<file path="src/logic/tart_settings.svh">
`ifndef TART_SETTINGS_SVH
`define TART_SETTINGS_SVH

// ----------------------------------------
// Sizes and rates
// ----------------------------------------
`define TART_ANTENNAE      24   // Antenna bits per sample
`define TART_TMUX_RATE     12   // Cycles between capture strobes
`define TART_BUFFER_DEPTH  32   // Raw buffer entries
`define TART_BUFFER_BITS   5    // Raw buffer address width
`define TART_RESET_TICKS   4    // Soft reset length in cycles

// ----------------------------------------
// Device field of the bus address
// ----------------------------------------
`define TART_DEV_CAP  2'd0   // Capture unit
`define TART_DEV_ACQ  2'd1   // Acquisition unit
`define TART_DEV_DSP  2'd2   // Empty correlator slot
`define TART_DEV_SYS  2'd3   // System control

`endif

</file>
<file path="src/logic/tart_pkg.sv">
`include "tart_settings.svh"

package tart_pkg;

    // ----------------------------------------
    // Bus types
    // ----------------------------------------
    typedef logic [7:0] bus_data_t;   // Byte-wide register bus
    typedef logic [3:0] bus_addr_t;   // [3:2] device, [1:0] register

    // Register offset within a device
    typedef enum logic [1:0] {
        REG_0 = 2'd0,
        REG_1 = 2'd1,
        REG_2 = 2'd2,
        REG_3 = 2'd3
    } reg_sel_e;

    // ----------------------------------------
    // Sample path types
    // ----------------------------------------
    typedef logic [`TART_ANTENNAE-1:0]    sample_t;     // One bit per antenna
    typedef logic [`TART_BUFFER_BITS-1:0] buf_addr_t;   // Raw buffer index

    // Acquisition FSM
    typedef enum logic [1:0] {
        ACQ_IDLE = 2'd0,   // Nothing captured
        ACQ_FILL = 2'd1,   // Writing samples at each strobe
        ACQ_FULL = 2'd2    // Buffer complete and ready to stream
    } acq_state_e;

endpackage

</file>
<file path="src/logic/tart_raw_buffer.sv">
`timescale 1ns/1ps
`include "tart_settings.svh"

module tart_raw_buffer (
    input  logic                clock_b,
    input  logic                we_i,
    input  tart_pkg::buf_addr_t addr_i,   // Shared by writes and reads
    input  tart_pkg::sample_t   data_i,
    output tart_pkg::sample_t   data_o    // One cycle after addr_i
);

    // ----------------------------------------
    // Sample storage
    // ----------------------------------------
    tart_pkg::sample_t mem [`TART_BUFFER_DEPTH];

    always_ff @(posedge clock_b) begin
        if (we_i)
            mem[addr_i] <= data_i;
        data_o <= mem[addr_i];   // Registered read returns old data on a write
    end

endmodule

</file>
<file path="src/logic/tart_capture.sv">
`timescale 1ns/1ps
`include "tart_settings.svh"

module tart_capture (
    input  logic                clock_b,
    input  logic                rst_n_i,
    // Register bus
    input  logic                stb_i,
    input  logic                we_i,
    input  tart_pkg::reg_sel_e  reg_i,
    input  tart_pkg::bus_data_t dat_i,
    output logic                ack_o,
    output tart_pkg::bus_data_t dat_o,
    // Antenna side
    input  tart_pkg::sample_t   antenna_i,
    output logic                enabled_o,
    output logic                debug_o,
    output logic                strobe_o,   // New sample on signal_o
    output tart_pkg::sample_t   signal_o
);
    import tart_pkg::*;

    localparam int TMUX_BITS = $clog2(`TART_TMUX_RATE);

    logic                 enabled_q, debug_q;
    logic [TMUX_BITS-1:0] tmux_cnt;     // Sample-rate divider
    logic                 tmux_wrap;
    sample_t              fake_cnt;     // Debug sample counter
    sample_t              signal_q;
    logic                 strobe_q;
    logic                 ctrl_wr;

    assign ctrl_wr   = stb_i && we_i && (reg_i == REG_0);
    assign tmux_wrap = (tmux_cnt == TMUX_BITS'(`TART_TMUX_RATE - 1));

    // ----------------------------------------
    // Control register and strobe divider
    // ----------------------------------------
    always_ff @(posedge clock_b) begin
        if (!rst_n_i) begin
            enabled_q <= 1'b0;
            debug_q   <= 1'b0;
            tmux_cnt  <= '0;
            strobe_q  <= 1'b0;
            fake_cnt  <= '0;
        end else begin
            if (ctrl_wr) begin
                enabled_q <= dat_i[0];
                debug_q   <= dat_i[1];
            end
            // Divider only runs while enabled
            if (!enabled_q || tmux_wrap)
                tmux_cnt <= '0;
            else
                tmux_cnt <= tmux_cnt + 1'b1;
            strobe_q <= enabled_q && tmux_wrap;
            // Counter restarts when debug is switched on
            if (ctrl_wr && dat_i[1] && !debug_q)
                fake_cnt <= '0;
            else if (enabled_q && tmux_wrap)
                fake_cnt <= fake_cnt + 1'b1;
        end
    end

    // Sample latched in step with the strobe
    always_ff @(posedge clock_b) begin
        if (enabled_q && tmux_wrap)
            signal_q <= debug_q ? fake_cnt : antenna_i;
    end

    // ----------------------------------------
    // Bus reads
    // ----------------------------------------
    always_ff @(posedge clock_b) begin
        if (!rst_n_i)
            ack_o <= 1'b0;
        else
            ack_o <= stb_i;
    end

    always_ff @(posedge clock_b) begin
        case (reg_i)
            REG_0:   dat_o <= {6'b000000, debug_q, enabled_q};
            REG_1:   dat_o <= signal_q[7:0];     // Low byte
            REG_2:   dat_o <= signal_q[15:8];
            default: dat_o <= signal_q[23:16];   // High byte
        endcase
    end

    assign enabled_o = enabled_q;
    assign debug_o   = debug_q;
    assign strobe_o  = strobe_q;
    assign signal_o  = signal_q;

endmodule

</file>
<file path="src/logic/tart_acquire.sv">
`timescale 1ns/1ps
`include "tart_settings.svh"

module tart_acquire (
    input  logic                 clock_b,
    input  logic                 rst_n_i,
    // Register bus
    input  logic                 stb_i,
    input  logic                 we_i,
    input  tart_pkg::reg_sel_e   reg_i,
    input  tart_pkg::bus_data_t  dat_i,
    output logic                 ack_o,
    output tart_pkg::bus_data_t  dat_o,
    // From the capture unit
    input  logic                 strobe_i,
    input  tart_pkg::sample_t    signal_i,
    // Status
    output logic                 enabled_o,
    output tart_pkg::acq_state_e state_o
);
    import tart_pkg::*;

    localparam int CNT_BITS = `TART_BUFFER_BITS + 1;   // Must hold the full depth

    acq_state_e          state_q;
    logic                enabled_q;
    logic [CNT_BITS-1:0] count_q;       // Fill count and write address
    buf_addr_t           rd_ptr_q;      // Entry being streamed
    buf_addr_t           rd_ptr_nxt;
    logic [1:0]          byte_q;        // 0 low, 1 middle, 2 high
    logic                ctrl_wr;
    logic                stream_rd;
    logic                rd_wrap;       // Last byte of the entry
    logic                buf_we;
    buf_addr_t           buf_addr;
    sample_t             buf_rdata;
    bus_data_t           stream_byte;

    assign ctrl_wr   = stb_i && we_i && (reg_i == REG_0);
    assign stream_rd = stb_i && !we_i && (reg_i == REG_2) && (state_q == ACQ_FULL);
    assign rd_wrap   = (byte_q == 2'd2);

    // ----------------------------------------
    // Buffer port sharing
    // ----------------------------------------
    // Next entry is addressed early so it is ready for back-to-back reads
    assign rd_ptr_nxt = (stream_rd && rd_wrap) ? rd_ptr_q + 1'b1 : rd_ptr_q;
    assign buf_we     = strobe_i && (state_q == ACQ_FILL);
    assign buf_addr   = (state_q == ACQ_FILL) ? count_q[`TART_BUFFER_BITS-1:0] : rd_ptr_nxt;

    tart_raw_buffer u_raw_buffer (
        .clock_b (clock_b),
        .we_i    (buf_we),
        .addr_i  (buf_addr),
        .data_i  (signal_i),
        .data_o  (buf_rdata)
    );

    // ----------------------------------------
    // FSM and pointers
    // ----------------------------------------
    always_ff @(posedge clock_b) begin
        if (!rst_n_i) begin
            state_q   <= ACQ_IDLE;
            enabled_q <= 1'b0;
            count_q   <= '0;
            rd_ptr_q  <= '0;
            byte_q    <= 2'd0;
            ack_o     <= 1'b0;
        end else begin
            ack_o <= stb_i;
            if (ctrl_wr) begin
                enabled_q <= dat_i[0];
                if (dat_i[0]) begin     // Start a new fill
                    state_q  <= ACQ_FILL;
                    count_q  <= '0;
                    rd_ptr_q <= '0;
                    byte_q   <= 2'd0;
                end else begin
                    state_q  <= ACQ_IDLE;   // Abort
                end
            end else begin
                if (buf_we) begin
                    count_q <= count_q + 1'b1;
                    if (count_q == CNT_BITS'(`TART_BUFFER_DEPTH - 1))
                        state_q <= ACQ_FULL;
                end
                if (stream_rd) begin
                    byte_q   <= rd_wrap ? 2'd0 : byte_q + 1'b1;
                    rd_ptr_q <= rd_ptr_nxt;   // Wraps after the last entry
                end
            end
        end
    end

    // Byte of the prefetched entry
    always_comb begin
        case (byte_q)
            2'd0:    stream_byte = buf_rdata[7:0];
            2'd1:    stream_byte = buf_rdata[15:8];
            default: stream_byte = buf_rdata[23:16];
        endcase
    end

    // ----------------------------------------
    // Bus reads
    // ----------------------------------------
    always_ff @(posedge clock_b) begin
        case (reg_i)
            REG_0:   dat_o <= {7'b0000000, enabled_q};
            REG_1:   dat_o <= 8'(count_q);
            REG_2:   dat_o <= (state_q == ACQ_FULL) ? stream_byte : 8'h00;
            default: dat_o <= {6'b000000, state_q};
        endcase
    end

    assign enabled_o = enabled_q;
    assign state_o   = state_q;

endmodule

</file>
<file path="src/logic/tart_control.sv">
`timescale 1ns/1ps
`include "tart_settings.svh"

module tart_control (
    input  logic                 clock_b,
    input  logic                 rst_n_i,          // External reset
    // Register bus
    input  logic                 stb_i,
    input  logic                 we_i,
    input  tart_pkg::reg_sel_e   reg_i,
    input  tart_pkg::bus_data_t  dat_i,
    output logic                 ack_o,
    output tart_pkg::bus_data_t  dat_o,
    // Status inputs
    input  logic                 cap_enabled_i,
    input  logic                 cap_debug_i,
    input  logic                 acq_enabled_i,
    input  tart_pkg::acq_state_e acq_state_i,
    // Reset for the decoder and peripherals
    output logic                 periph_rst_n_o
);
    import tart_pkg::*;

    localparam int TICK_BITS = $clog2(`TART_RESET_TICKS + 1);

    logic [TICK_BITS-1:0] rst_cnt_q;   // Soft reset cycles left
    logic                 rst_wr;
    bus_data_t            status;

    // Any value written to the reset register triggers it
    assign rst_wr = stb_i && we_i && (reg_i == REG_1);

    // Status byte layout
    assign status = {3'b000, acq_state_i, acq_enabled_i, cap_debug_i, cap_enabled_i};

    // ----------------------------------------
    // Soft reset timer
    // ----------------------------------------
    always_ff @(posedge clock_b) begin
        if (!rst_n_i) begin
            rst_cnt_q <= '0;
            ack_o     <= 1'b0;
        end else begin
            ack_o <= stb_i;
            if (rst_wr)
                rst_cnt_q <= TICK_BITS'(`TART_RESET_TICKS);
            else if (rst_cnt_q != '0)
                rst_cnt_q <= rst_cnt_q - 1'b1;
        end
    end

    // Low during external reset and while the timer runs
    assign periph_rst_n_o = rst_n_i && (rst_cnt_q == '0);

    // Only the status register reads back
    always_ff @(posedge clock_b) begin
        dat_o <= (reg_i == REG_0) ? status : 8'h00;
    end

endmodule

</file>
<file path="src/logic/tart_wishbone.sv">
`timescale 1ns/1ps
`include "tart_settings.svh"

module tart_wishbone (
    input  logic                clock_b,
    input  logic                rst_n_i,
    // Host side
    input  logic                cyc_i,
    input  logic                stb_i,
    input  logic                we_i,
    input  tart_pkg::bus_addr_t adr_i,
    input  tart_pkg::bus_data_t dat_i,
    output logic                ack_o,
    output tart_pkg::bus_data_t dat_o,
    // Peripheral returns
    input  logic                cap_ack_i,
    input  tart_pkg::bus_data_t cap_dat_i,
    input  logic                acq_ack_i,
    input  tart_pkg::bus_data_t acq_dat_i,
    input  logic                sys_ack_i,
    input  tart_pkg::bus_data_t sys_dat_i,
    // Peripheral requests
    output logic                cap_stb_o,
    output logic                acq_stb_o,
    output logic                sys_stb_o,
    output logic                we_o,
    output tart_pkg::reg_sel_e  reg_o,
    output tart_pkg::bus_data_t wdat_o
);
    import tart_pkg::*;

    logic       xfer;        // One transfer this cycle
    logic [1:0] dev;         // Device field
    logic [1:0] dev_q;       // Device of the previous strobe
    logic       dsp_ack_q;   // Ack for the empty DSP slot

    assign xfer = cyc_i & stb_i;
    assign dev  = adr_i[3:2];

    // ----------------------------------------
    // Strobe routing
    // ----------------------------------------
    assign cap_stb_o = xfer && (dev == `TART_DEV_CAP);
    assign acq_stb_o = xfer && (dev == `TART_DEV_ACQ);
    assign sys_stb_o = xfer && (dev == `TART_DEV_SYS);

    // Shared by all peripherals
    assign we_o   = we_i;
    assign reg_o  = reg_sel_e'(adr_i[1:0]);
    assign wdat_o = dat_i;

    always_ff @(posedge clock_b) begin
        if (!rst_n_i) begin
            dsp_ack_q <= 1'b0;
            dev_q     <= `TART_DEV_CAP;
        end else begin
            dsp_ack_q <= xfer && (dev == `TART_DEV_DSP);
            dev_q     <= dev;   // Lines up with the ack one cycle on
        end
    end

    // ----------------------------------------
    // Return path
    // ----------------------------------------
    // Only one device acks in a given cycle
    assign ack_o = cap_ack_i | acq_ack_i | sys_ack_i | dsp_ack_q;

    always_comb begin
        case (dev_q)
            `TART_DEV_CAP: dat_o = cap_dat_i;
            `TART_DEV_ACQ: dat_o = acq_dat_i;
            `TART_DEV_SYS: dat_o = sys_dat_i;
            default:       dat_o = '0;   // DSP slot
        endcase
    end

endmodule

</file>
<file path="src/logic/tart_top.sv">
`timescale 1ns/1ps

module tart_top (
    input  logic                clock_b,
    input  logic                rst_n_i,
    input  tart_pkg::sample_t   antenna_i,   // Raw antenna bits
    // Host register bus
    input  logic                wb_cyc_i,
    input  logic                wb_stb_i,
    input  logic                wb_we_i,
    input  tart_pkg::bus_addr_t wb_adr_i,
    input  tart_pkg::bus_data_t wb_dat_i,
    output logic                wb_ack_o,
    output tart_pkg::bus_data_t wb_dat_o
);
    import tart_pkg::*;

    // ----------------------------------------
    // Decoder to peripheral wires
    // ----------------------------------------
    logic       cap_stb, acq_stb, sys_stb;
    logic       bus_we;
    reg_sel_e   bus_reg;
    bus_data_t  bus_wdat;
    logic       cap_ack, acq_ack, sys_ack;
    bus_data_t  cap_dat, acq_dat, sys_dat;

    // Status and sample links
    logic       cap_enabled, cap_debug;
    logic       cap_strobe;
    sample_t    cap_signal;
    logic       acq_enabled;
    acq_state_e acq_state;
    logic       periph_rst_n;   // Soft reset from the control unit

    tart_wishbone u_wishbone (
        .clock_b   (clock_b),
        .rst_n_i   (periph_rst_n),
        .cyc_i     (wb_cyc_i),
        .stb_i     (wb_stb_i),
        .we_i      (wb_we_i),
        .adr_i     (wb_adr_i),
        .dat_i     (wb_dat_i),
        .ack_o     (wb_ack_o),
        .dat_o     (wb_dat_o),
        .cap_ack_i (cap_ack),
        .cap_dat_i (cap_dat),
        .acq_ack_i (acq_ack),
        .acq_dat_i (acq_dat),
        .sys_ack_i (sys_ack),
        .sys_dat_i (sys_dat),
        .cap_stb_o (cap_stb),
        .acq_stb_o (acq_stb),
        .sys_stb_o (sys_stb),
        .we_o      (bus_we),
        .reg_o     (bus_reg),
        .wdat_o    (bus_wdat)
    );

    // Antenna sampling
    tart_capture u_capture (
        .clock_b   (clock_b),
        .rst_n_i   (periph_rst_n),
        .stb_i     (cap_stb),
        .we_i      (bus_we),
        .reg_i     (bus_reg),
        .dat_i     (bus_wdat),
        .antenna_i (antenna_i),
        .ack_o     (cap_ack),
        .dat_o     (cap_dat),
        .enabled_o (cap_enabled),
        .debug_o   (cap_debug),
        .strobe_o  (cap_strobe),
        .signal_o  (cap_signal)
    );

    // Raw buffer fill and readback
    tart_acquire u_acquire (
        .clock_b   (clock_b),
        .rst_n_i   (periph_rst_n),
        .stb_i     (acq_stb),
        .we_i      (bus_we),
        .reg_i     (bus_reg),
        .dat_i     (bus_wdat),
        .strobe_i  (cap_strobe),
        .signal_i  (cap_signal),
        .ack_o     (acq_ack),
        .dat_o     (acq_dat),
        .enabled_o (acq_enabled),
        .state_o   (acq_state)
    );

    // Status and soft reset on the external reset only
    tart_control u_control (
        .clock_b        (clock_b),
        .rst_n_i        (rst_n_i),
        .stb_i          (sys_stb),
        .we_i           (bus_we),
        .reg_i          (bus_reg),
        .dat_i          (bus_wdat),
        .cap_enabled_i  (cap_enabled),
        .cap_debug_i    (cap_debug),
        .acq_enabled_i  (acq_enabled),
        .acq_state_i    (acq_state),
        .ack_o          (sys_ack),
        .dat_o          (sys_dat),
        .periph_rst_n_o (periph_rst_n)
    );

endmodule

</file>
<file path="config.mk">
export PLATFORM = sky130hd
export DESIGN_NAME = tart_top
export DESIGN_NICKNAME = d
export VERILOG_FILES = /design/src/logic/tart_pkg.sv /design/src/logic/tart_raw_buffer.sv /design/src/logic/tart_capture.sv /design/src/logic/tart_acquire.sv /design/src/logic/tart_control.sv /design/src/logic/tart_wishbone.sv /design/src/logic/tart_top.sv
export VERILOG_INCLUDE_DIRS = /design/src /design/src/logic
export SDC_FILE = /design/constraint.sdc
export NUM_CORES = 1
export LEC_CHECK = 0
export BUFFER_PORTS_ARGS = -buffer_cell sky130_fd_sc_hd__buf_2
export CORE_MARGIN = 1
export CORE_UTILIZATION = 30
export CTS_BUF_LIST = sky130_fd_sc_hd__clkbuf_8 sky130_fd_sc_hd__clkbuf_16
export CTS_CLUSTER_SIZE = 14
export DETAILED_ROUTE_END_ITERATION = 6
export PLACE_DENSITY_LB_ADDON = 0.05
export SETUP_SLACK_MARGIN = 0.2
export SLEW_MARGIN = 40
export SYNTH_ARGS = -nofsm -noshare
export SYNTH_HDL_FRONTEND = slang
export SYNTH_HIERARCHICAL = 1
export SYNTH_SLANG_ARGS = --single-unit
</file>
<file path="constraint.sdc">
create_clock -name clock_b -period 5.5 [get_ports clock_b]
set_clock_uncertainty 0.15 [all_clocks]
set_input_delay 0.55 -clock clock_b [delete_from_list [all_inputs] [get_ports clock_b]]
set_output_delay 0.55 -clock clock_b [all_outputs]
set_load 0.1 [all_outputs]
</file>
# ---- Word-level counts from Yosys, hierarchy flattened
# Memories as Yosys holds them, arrays and structs flattened. A register that Yosys moved wholly into a read port is not among the register bits.
# Index checks and enable logic that the tools add are counted.
dict set report totals {
  register_bits 101
  mem_bits_rw 768
  input_bits 41
  output_inout_bits 9
  wordCells 113
  memories 1
}
# name words width rd rd_clocked_by_memory_dff wr line
set memory_table {}
lappend memory_table {u_acquire.u_raw_buffer.mem 32 24 1 1 1 tart_raw_buffer.sv:15} ;# tart_pkg::sample_t mem [`TART_BUFFER_DEPTH];
dict set report classes {
  addsub 6
  n_eq_ne 14
  n_mux 26
  bitwise 6
  n_reduce_logical 39
}
# operator n
set ops {}
lappend ops {{$pmux 8 s3} 3}
lappend ops {{$mux 5} 5}
lappend ops {{$add 24x1->24 const B} 1}
lappend ops {{$mux 24} 1}
lappend ops {{$logic_and 1x1->1} 19}
lappend ops {{$mux 6} 3}
lappend ops {{$pmux 8 s2} 1}
lappend ops {{$mux 2} 7}
lappend ops {{$eq 2x2->1 const B} 6}
lappend ops {{$eq 2x1->1 const B} 5}
lappend ops {{$logic_not 2->1} 4}
lappend ops {{$mux 8} 1}
lappend ops {{$reduce_bool 2->1} 4}
lappend ops {{$add 6x1->6 const B} 1}
lappend ops {{$eq 6x5->1 const B} 1}
lappend ops {{$mux 3} 2}
lappend ops {{$reduce_and 2->1} 3}
lappend ops {{$reduce_or 2->1} 3}
lappend ops {{$add 5x1->5 const B} 1}
lappend ops {{$add 4x1->4 const B} 1}
lappend ops {{$eq 4x4->1 const B} 1}
lappend ops {{$logic_not 1->1} 3}
lappend ops {{$logic_not 3->1} 1}
lappend ops {{$mux 1} 3}
lappend ops {{other kinds (8)} 11}

# ---- Logic depth before layout (Yosys ltp)
dict set report logic_depth {
  depth_word 9
  ltp_mapped 14
  ltp_nobuf 10
}

# ---- Hierarchy
# The synthesis kept the hierarchy.
# module instances cells_per_inst area_each_um2 seq_area_each_um2
set modules_own_cells {}
lappend modules_own_cells {tart_raw_buffer 1 1596 30002.5 23542.6}
lappend modules_own_cells {tart_capture 1 249 2827.7 1521.5}
lappend modules_own_cells {tart_acquire 1 176 1441.4 500.5}
lappend modules_own_cells {tart_wishbone 1 43 445.4 60.1}
lappend modules_own_cells {tart_control 1 36 370.4 180.2}

# ---- Worst setup path after synthesis
# OpenSTA, ideal clock, no wires.
dict set report synth_path {
  kind {in2reg}
  start {input wb_cyc_i}
  end {memory u_acquire/u_raw_buffer/mem[27][0] in the netlist's numbering, enable pin}
  setup_ps 435
  t_arrival_ps 4239
  required_time_ps 4915
  path_slack_ps 676
  cell_stages 11
  n_path_buf 3
  cell_sequence {nand2_1 nor3b_1 nor2b_1 nand3_1 mux2i_1 o21ai_1 buf_2 buf_2 buf_2 nand3_1 nor3_1}
}
dict set report synth_via {
  elab_chain_len 8
}
# item line
set synth_lines {}
lappend synth_lines {{start, declared} tart_top.sv:8} ;# input logic wb_cyc_i,
lappend synth_lines {{$and 1x1->1} tart_wishbone.sv:37} ;# assign xfer = cyc_i & stb_i;
lappend synth_lines {{$logic_and 1x1->1} tart_wishbone.sv:44} ;# assign acq_stb_o = xfer && (dev == `TART_DEV_ACQ);
lappend synth_lines {{named net acq_stb} tart_top.sv:21} ;# logic cap_stb, acq_stb, sys_stb;
lappend synth_lines {{$logic_and 1x1->1 (3 in series)} tart_acquire.sv:40} ;# assign stream_rd = stb_i && !we_i && (reg_i == REG_2) && (state_q == ACQ_FULL);
lappend synth_lines {{$logic_and 1x1->1} tart_acquire.sv:47} ;# assign rd_ptr_nxt = (stream_rd && rd_wrap) ? rd_ptr_q + 1'b1 : rd_ptr_q;
lappend synth_lines {{$mux 5} tart_acquire.sv:47}
lappend synth_lines {{$mux 5} tart_acquire.sv:49} ;# assign buf_addr = (state_q == ACQ_FILL) ? count_q[`TART_BUFFER_BITS-1:0] : rd_ptr_nxt;
lappend synth_lines {{named net u_acquire.buf_addr[1]} tart_acquire.sv:35} ;# buf_addr_t buf_addr;
lappend synth_lines {{end, declared} tart_raw_buffer.sv:15}
# The timed path passes the listed nets, and every way through them passes these cells.

# ---- Final worst setup path
dict set report layout_path {
  start {input wb_adr_i[3]}
  end {register u_acquire.u_raw_buffer.data_o[22], read port of u_acquire.u_raw_buffer.mem}
}
dict set report layout_via {
  elab_chain_len 8
}
# item line
set layout_lines {}
lappend layout_lines {{start, declared} tart_top.sv:11} ;# input tart_pkg::bus_addr_t wb_adr_i,
lappend layout_lines {{$eq 2x1->1 (no line)} n/a}
lappend layout_lines {{$logic_and 1x1->1} tart_wishbone.sv:44}
lappend layout_lines {{named net acq_stb} tart_top.sv:21}
lappend layout_lines {{$logic_and 1x1->1 (3 in series)} tart_acquire.sv:40}
lappend layout_lines {{$logic_and 1x1->1} tart_acquire.sv:47}
lappend layout_lines {{$mux 5} tart_acquire.sv:47}
lappend layout_lines {{$mux 5} tart_acquire.sv:49}
lappend layout_lines {{named net u_acquire.buf_addr[1]} tart_acquire.sv:35}
lappend layout_lines {{end, declared} tart_raw_buffer.sv:9} ;# output tart_pkg::sample_t data_o
# The timed path passes the listed nets, and every way through them passes these cells.
# A chain may end at the register's enable or synchronous reset.

==> results.md <==
- Worst Max-Slew Pin Slew: 0.820 ns
- Worst-Skew Late Latency: 0.67 ns
- RR Startpoint: u_acquire/state_o[1]$_SDFFE_PN0P_
- Initial DRC count: 1317
- H-tree depth: 3
- PwrDens: 336 nW/um^2
- Vias: 19100
- Clock-pin transition on the worst setup and hold timing paths: 0.06 ns
- Max-cap viol count: 0
- Initial DRT Pass Iterations: 5
- Clock tree buffer depth: 3
- Worst EP arrival: 4.98 ns
- CP bufs+invs: 5
- Synth Cell Area: 35000 sq um
- Starting density of the core: 30.2%
- Max Fclk: 219 MHz
- Sw power: 0.00286 W
- Hold Startpoint: antenna_i[10]
- Fin crit share: 83.2%
- Worst setup SP type: primary input
- Post-Syn Instances: 2094
- # DRC: 0
- Setup violators final: 0
- Root Buffer: clkbuf_16
- Initial antenna violation count: 11
- Input/output buffers: 43
- Grt ovf: 0
- Setup TNS: 0 ns
- Reg power frac: 52.6%
- Worst hold path class: in -> reg
- Area of placed instances: 38000 sq um
- Final Instance Area: 41300 sq um
- CTS buffer count: 99
- Hold depth: 2
- CTS sink count: 893
- Hold Vio Cnt, Final: 0
- Die W: 344 microns
- RR Endpoint: u_acquire/u_raw_buffer/data_o[22]$_DFF_P_
- Register-to-Register Path Depth: 11
- Comb pwr share: 1.9%
- CTS tree: done
- Placeable Area: 116000 sq um
- Die area: 118000 sq um
- # resized after CTS: 0
- Vias in the first global route: 19200
- Status: finished, final reports clean
- Hold EP: u_capture/signal_o[10]$_DFFE_PP_
- Crit Path Category: in -> reg
- Unrepaired setup endpoints after global routing: no
- Worst vdd ir: 0.203 mV
- Layout cells sized above 1: 19.3%
- Nets: 2317
- Slew Viols, Final: 0
- Post-route ant nets: 0
- Synthesized area per cell: 16.7 sq um
- Drt wl/cell: 26.1 microns
- Final core utilization: 35.6%
- Routed vias/inst: 4.92
- Detailed Place HPWL: 58.3 mm
- Final GP Congestion: 0.760
- DRT Wirelength: 101 mm
- Slowest stage cell on the critical path: nor4_1
- Worst Path Required: 5.91 ns
- Largest net degree at the start of global routing: 99
- Crit-path cells: dlygate4sd3_1, buf_2, nor3b_1, nor2b_1, nand3_1, mux2i_1, o21ai_4, buf_12, buf_4, mux2i_1, o22ai_1, nor4_1, buf_4, nand2_1
- Slew HR: 45.1%
- Global-route wire length before repair: 141 mm
- Max FO, Critical Path: 34
- Critical Path End Type: flip-flop
- Internal power: 0.0110 W
- # rows: 125
- Worst stage delay on the critical path: 0.59 ns
- Io pins: 50
- Global Route Usage Sum: 17.1%
- CP delay by family, top: simple AND/OR/NAND/NOR gates
- Yosys Warn Count: 6
- P_leak: 12.6 nW
- Final worst path period need: 4.57 ns
- Clock Power Share: 45.5%
- Fin Hold WS: 0.0554 ns
- Die height: 344 microns
- Area Growth Syn to Fin: 17.8%
- Sw Share: 20.6%
- Worst R2R Setup Slack: 1.33 ns
per-stage QoR:
stage / std cells / worst slack (ns) / power (W)
floorplan: 2096 / 0.676 / 0.00764
global placement: 3677 / 0.849 / 0.00769
detailed placement: 3679 / 0.829 / 0.00770
CTS: 3876 / 1.02 / 0.0141
global route: 3876 / 0.726 / 0.0143
finish: 3877 / 0.926 / 0.0139
registers in the layout (all words and copies together) (netlist names), 2 cells and up:
name / count
u_control/dat_o: 5
u_capture/tmux_cnt: 4
u_acquire/dat_o: 8
u_acquire/state_o: 2
u_acquire/rd_ptr_q: 5
u_acquire/count_q: 6
u_capture/signal_o: 24
u_acquire/byte_q: 2
u_acquire/u_raw_buffer/mem: 768
u_control/rst_cnt_q: 3
u_acquire/u_raw_buffer/data_o: 24
u_wishbone/dev_q: 2
u_capture/fake_cnt: 24
u_capture/dat_o: 8
worst reg2reg max path, cell delays in order (launching register included):
cell and delay [ns]:
dfxtp_1 0.49, nand4bb_1 0.51, nor4_4 0.46, xnor2_1 0.11
o21ai_1 0.22, buf_4 0.25, nand4bb_2 0.56, buf_4 0.35
o22ai_1 0.12, nor4_1 0.57, buf_4 0.24, nand2_1 0.05
worst max path at each step:
stage / startpoint / endpoint / slack (ns) / cells after the start
final: wb_adr_i[3] / u_acquire/u_raw_buffer/data_o[22]$_DFF_P_ / 0.93 / 14
after floorplan: wb_cyc_i / u_acquire/u_raw_buffer/mem[27][0]$_DFFE_PP_ / 0.68 / 11
after CTS: wb_adr_i[3] / u_acquire/u_raw_buffer/data_o[22]$_DFF_P_ / 1.02 / 14
after detailed placement: wb_cyc_i / u_acquire/u_raw_buffer/data_o[5]$_DFF_P_ / 0.83 / 12
after global placement: wb_cyc_i / u_acquire/u_raw_buffer/data_o[19]$_DFF_P_ / 0.85 / 12
after global routing: wb_adr_i[3] / u_acquire/u_raw_buffer/data_o[22]$_DFF_P_ / 0.73 / 14
layout by cell type (no fill, tap or decap), types with 8 or more instances in the layout:
master / n
and2_1: 10
nand3_1: 19
mux2i_1: 407
nor4_1: 53
o22ai_1: 172
nor3_1: 11
clkinv_1: 24
buf_12: 15
clkinv_2: 27
mux2_2: 30
nor2_4: 28
buf_2: 43
a21oi_1: 30
o22ai_2: 20
edfxtp_1: 792
inv_1: 32
nand3b_1: 9
nor2_1: 34
xnor2_1: 14
o21ai_0: 12
o2bb2ai_2: 8
dlygate4sd3_1: 13
nand2_1: 65
dfxtp_1: 101
buf_4: 125
clkbuf_16: 100
cell type report:
cell class	count	area (sq um)
diodes	1	2.50
multi-input cells	1058	8760
clock buffers	106	2580
inverters	19	71.3
flip-flops and latches	893	25800
repair buffers	198	1610
clock inverters	78	533
well taps	1524	1910
fillers	11000	74800
layer usage:
| metal | wire length, microns | track usage [%] | vias to the layer above |
|---|---|---|---|
| li1 | - | - | 8670 |
| met1 | 47600 | 24.2 | 9954 |
| met2 | 47300 | 27.5 | 336 |
| met3 | 4310 | 2.82 | 116 |
| met4 | 1910 | 3.71 | 0 |
| met5 | 0 | 0 | - |
power by group through the flow:
stage	Clock (W)	Sequential, W	Combinational [W]
global placement	0	0.00744	0.000246
CTS	0.00653	0.00730	0.000262
global route	0.00676	0.00730	0.000280
finish	0.00632	0.00730	0.000259
floorplan	0	0.00743	0.000208
detailed placement	0	0.00744	0.000254
what timing repair did:
action | in CTS | in global routing
buffers inserted | 0 | 0
hold endpoints to repair | 16 | 0
hold buffers | 13 | 0
Note: power is estimated with default switching activity, not from simulation.
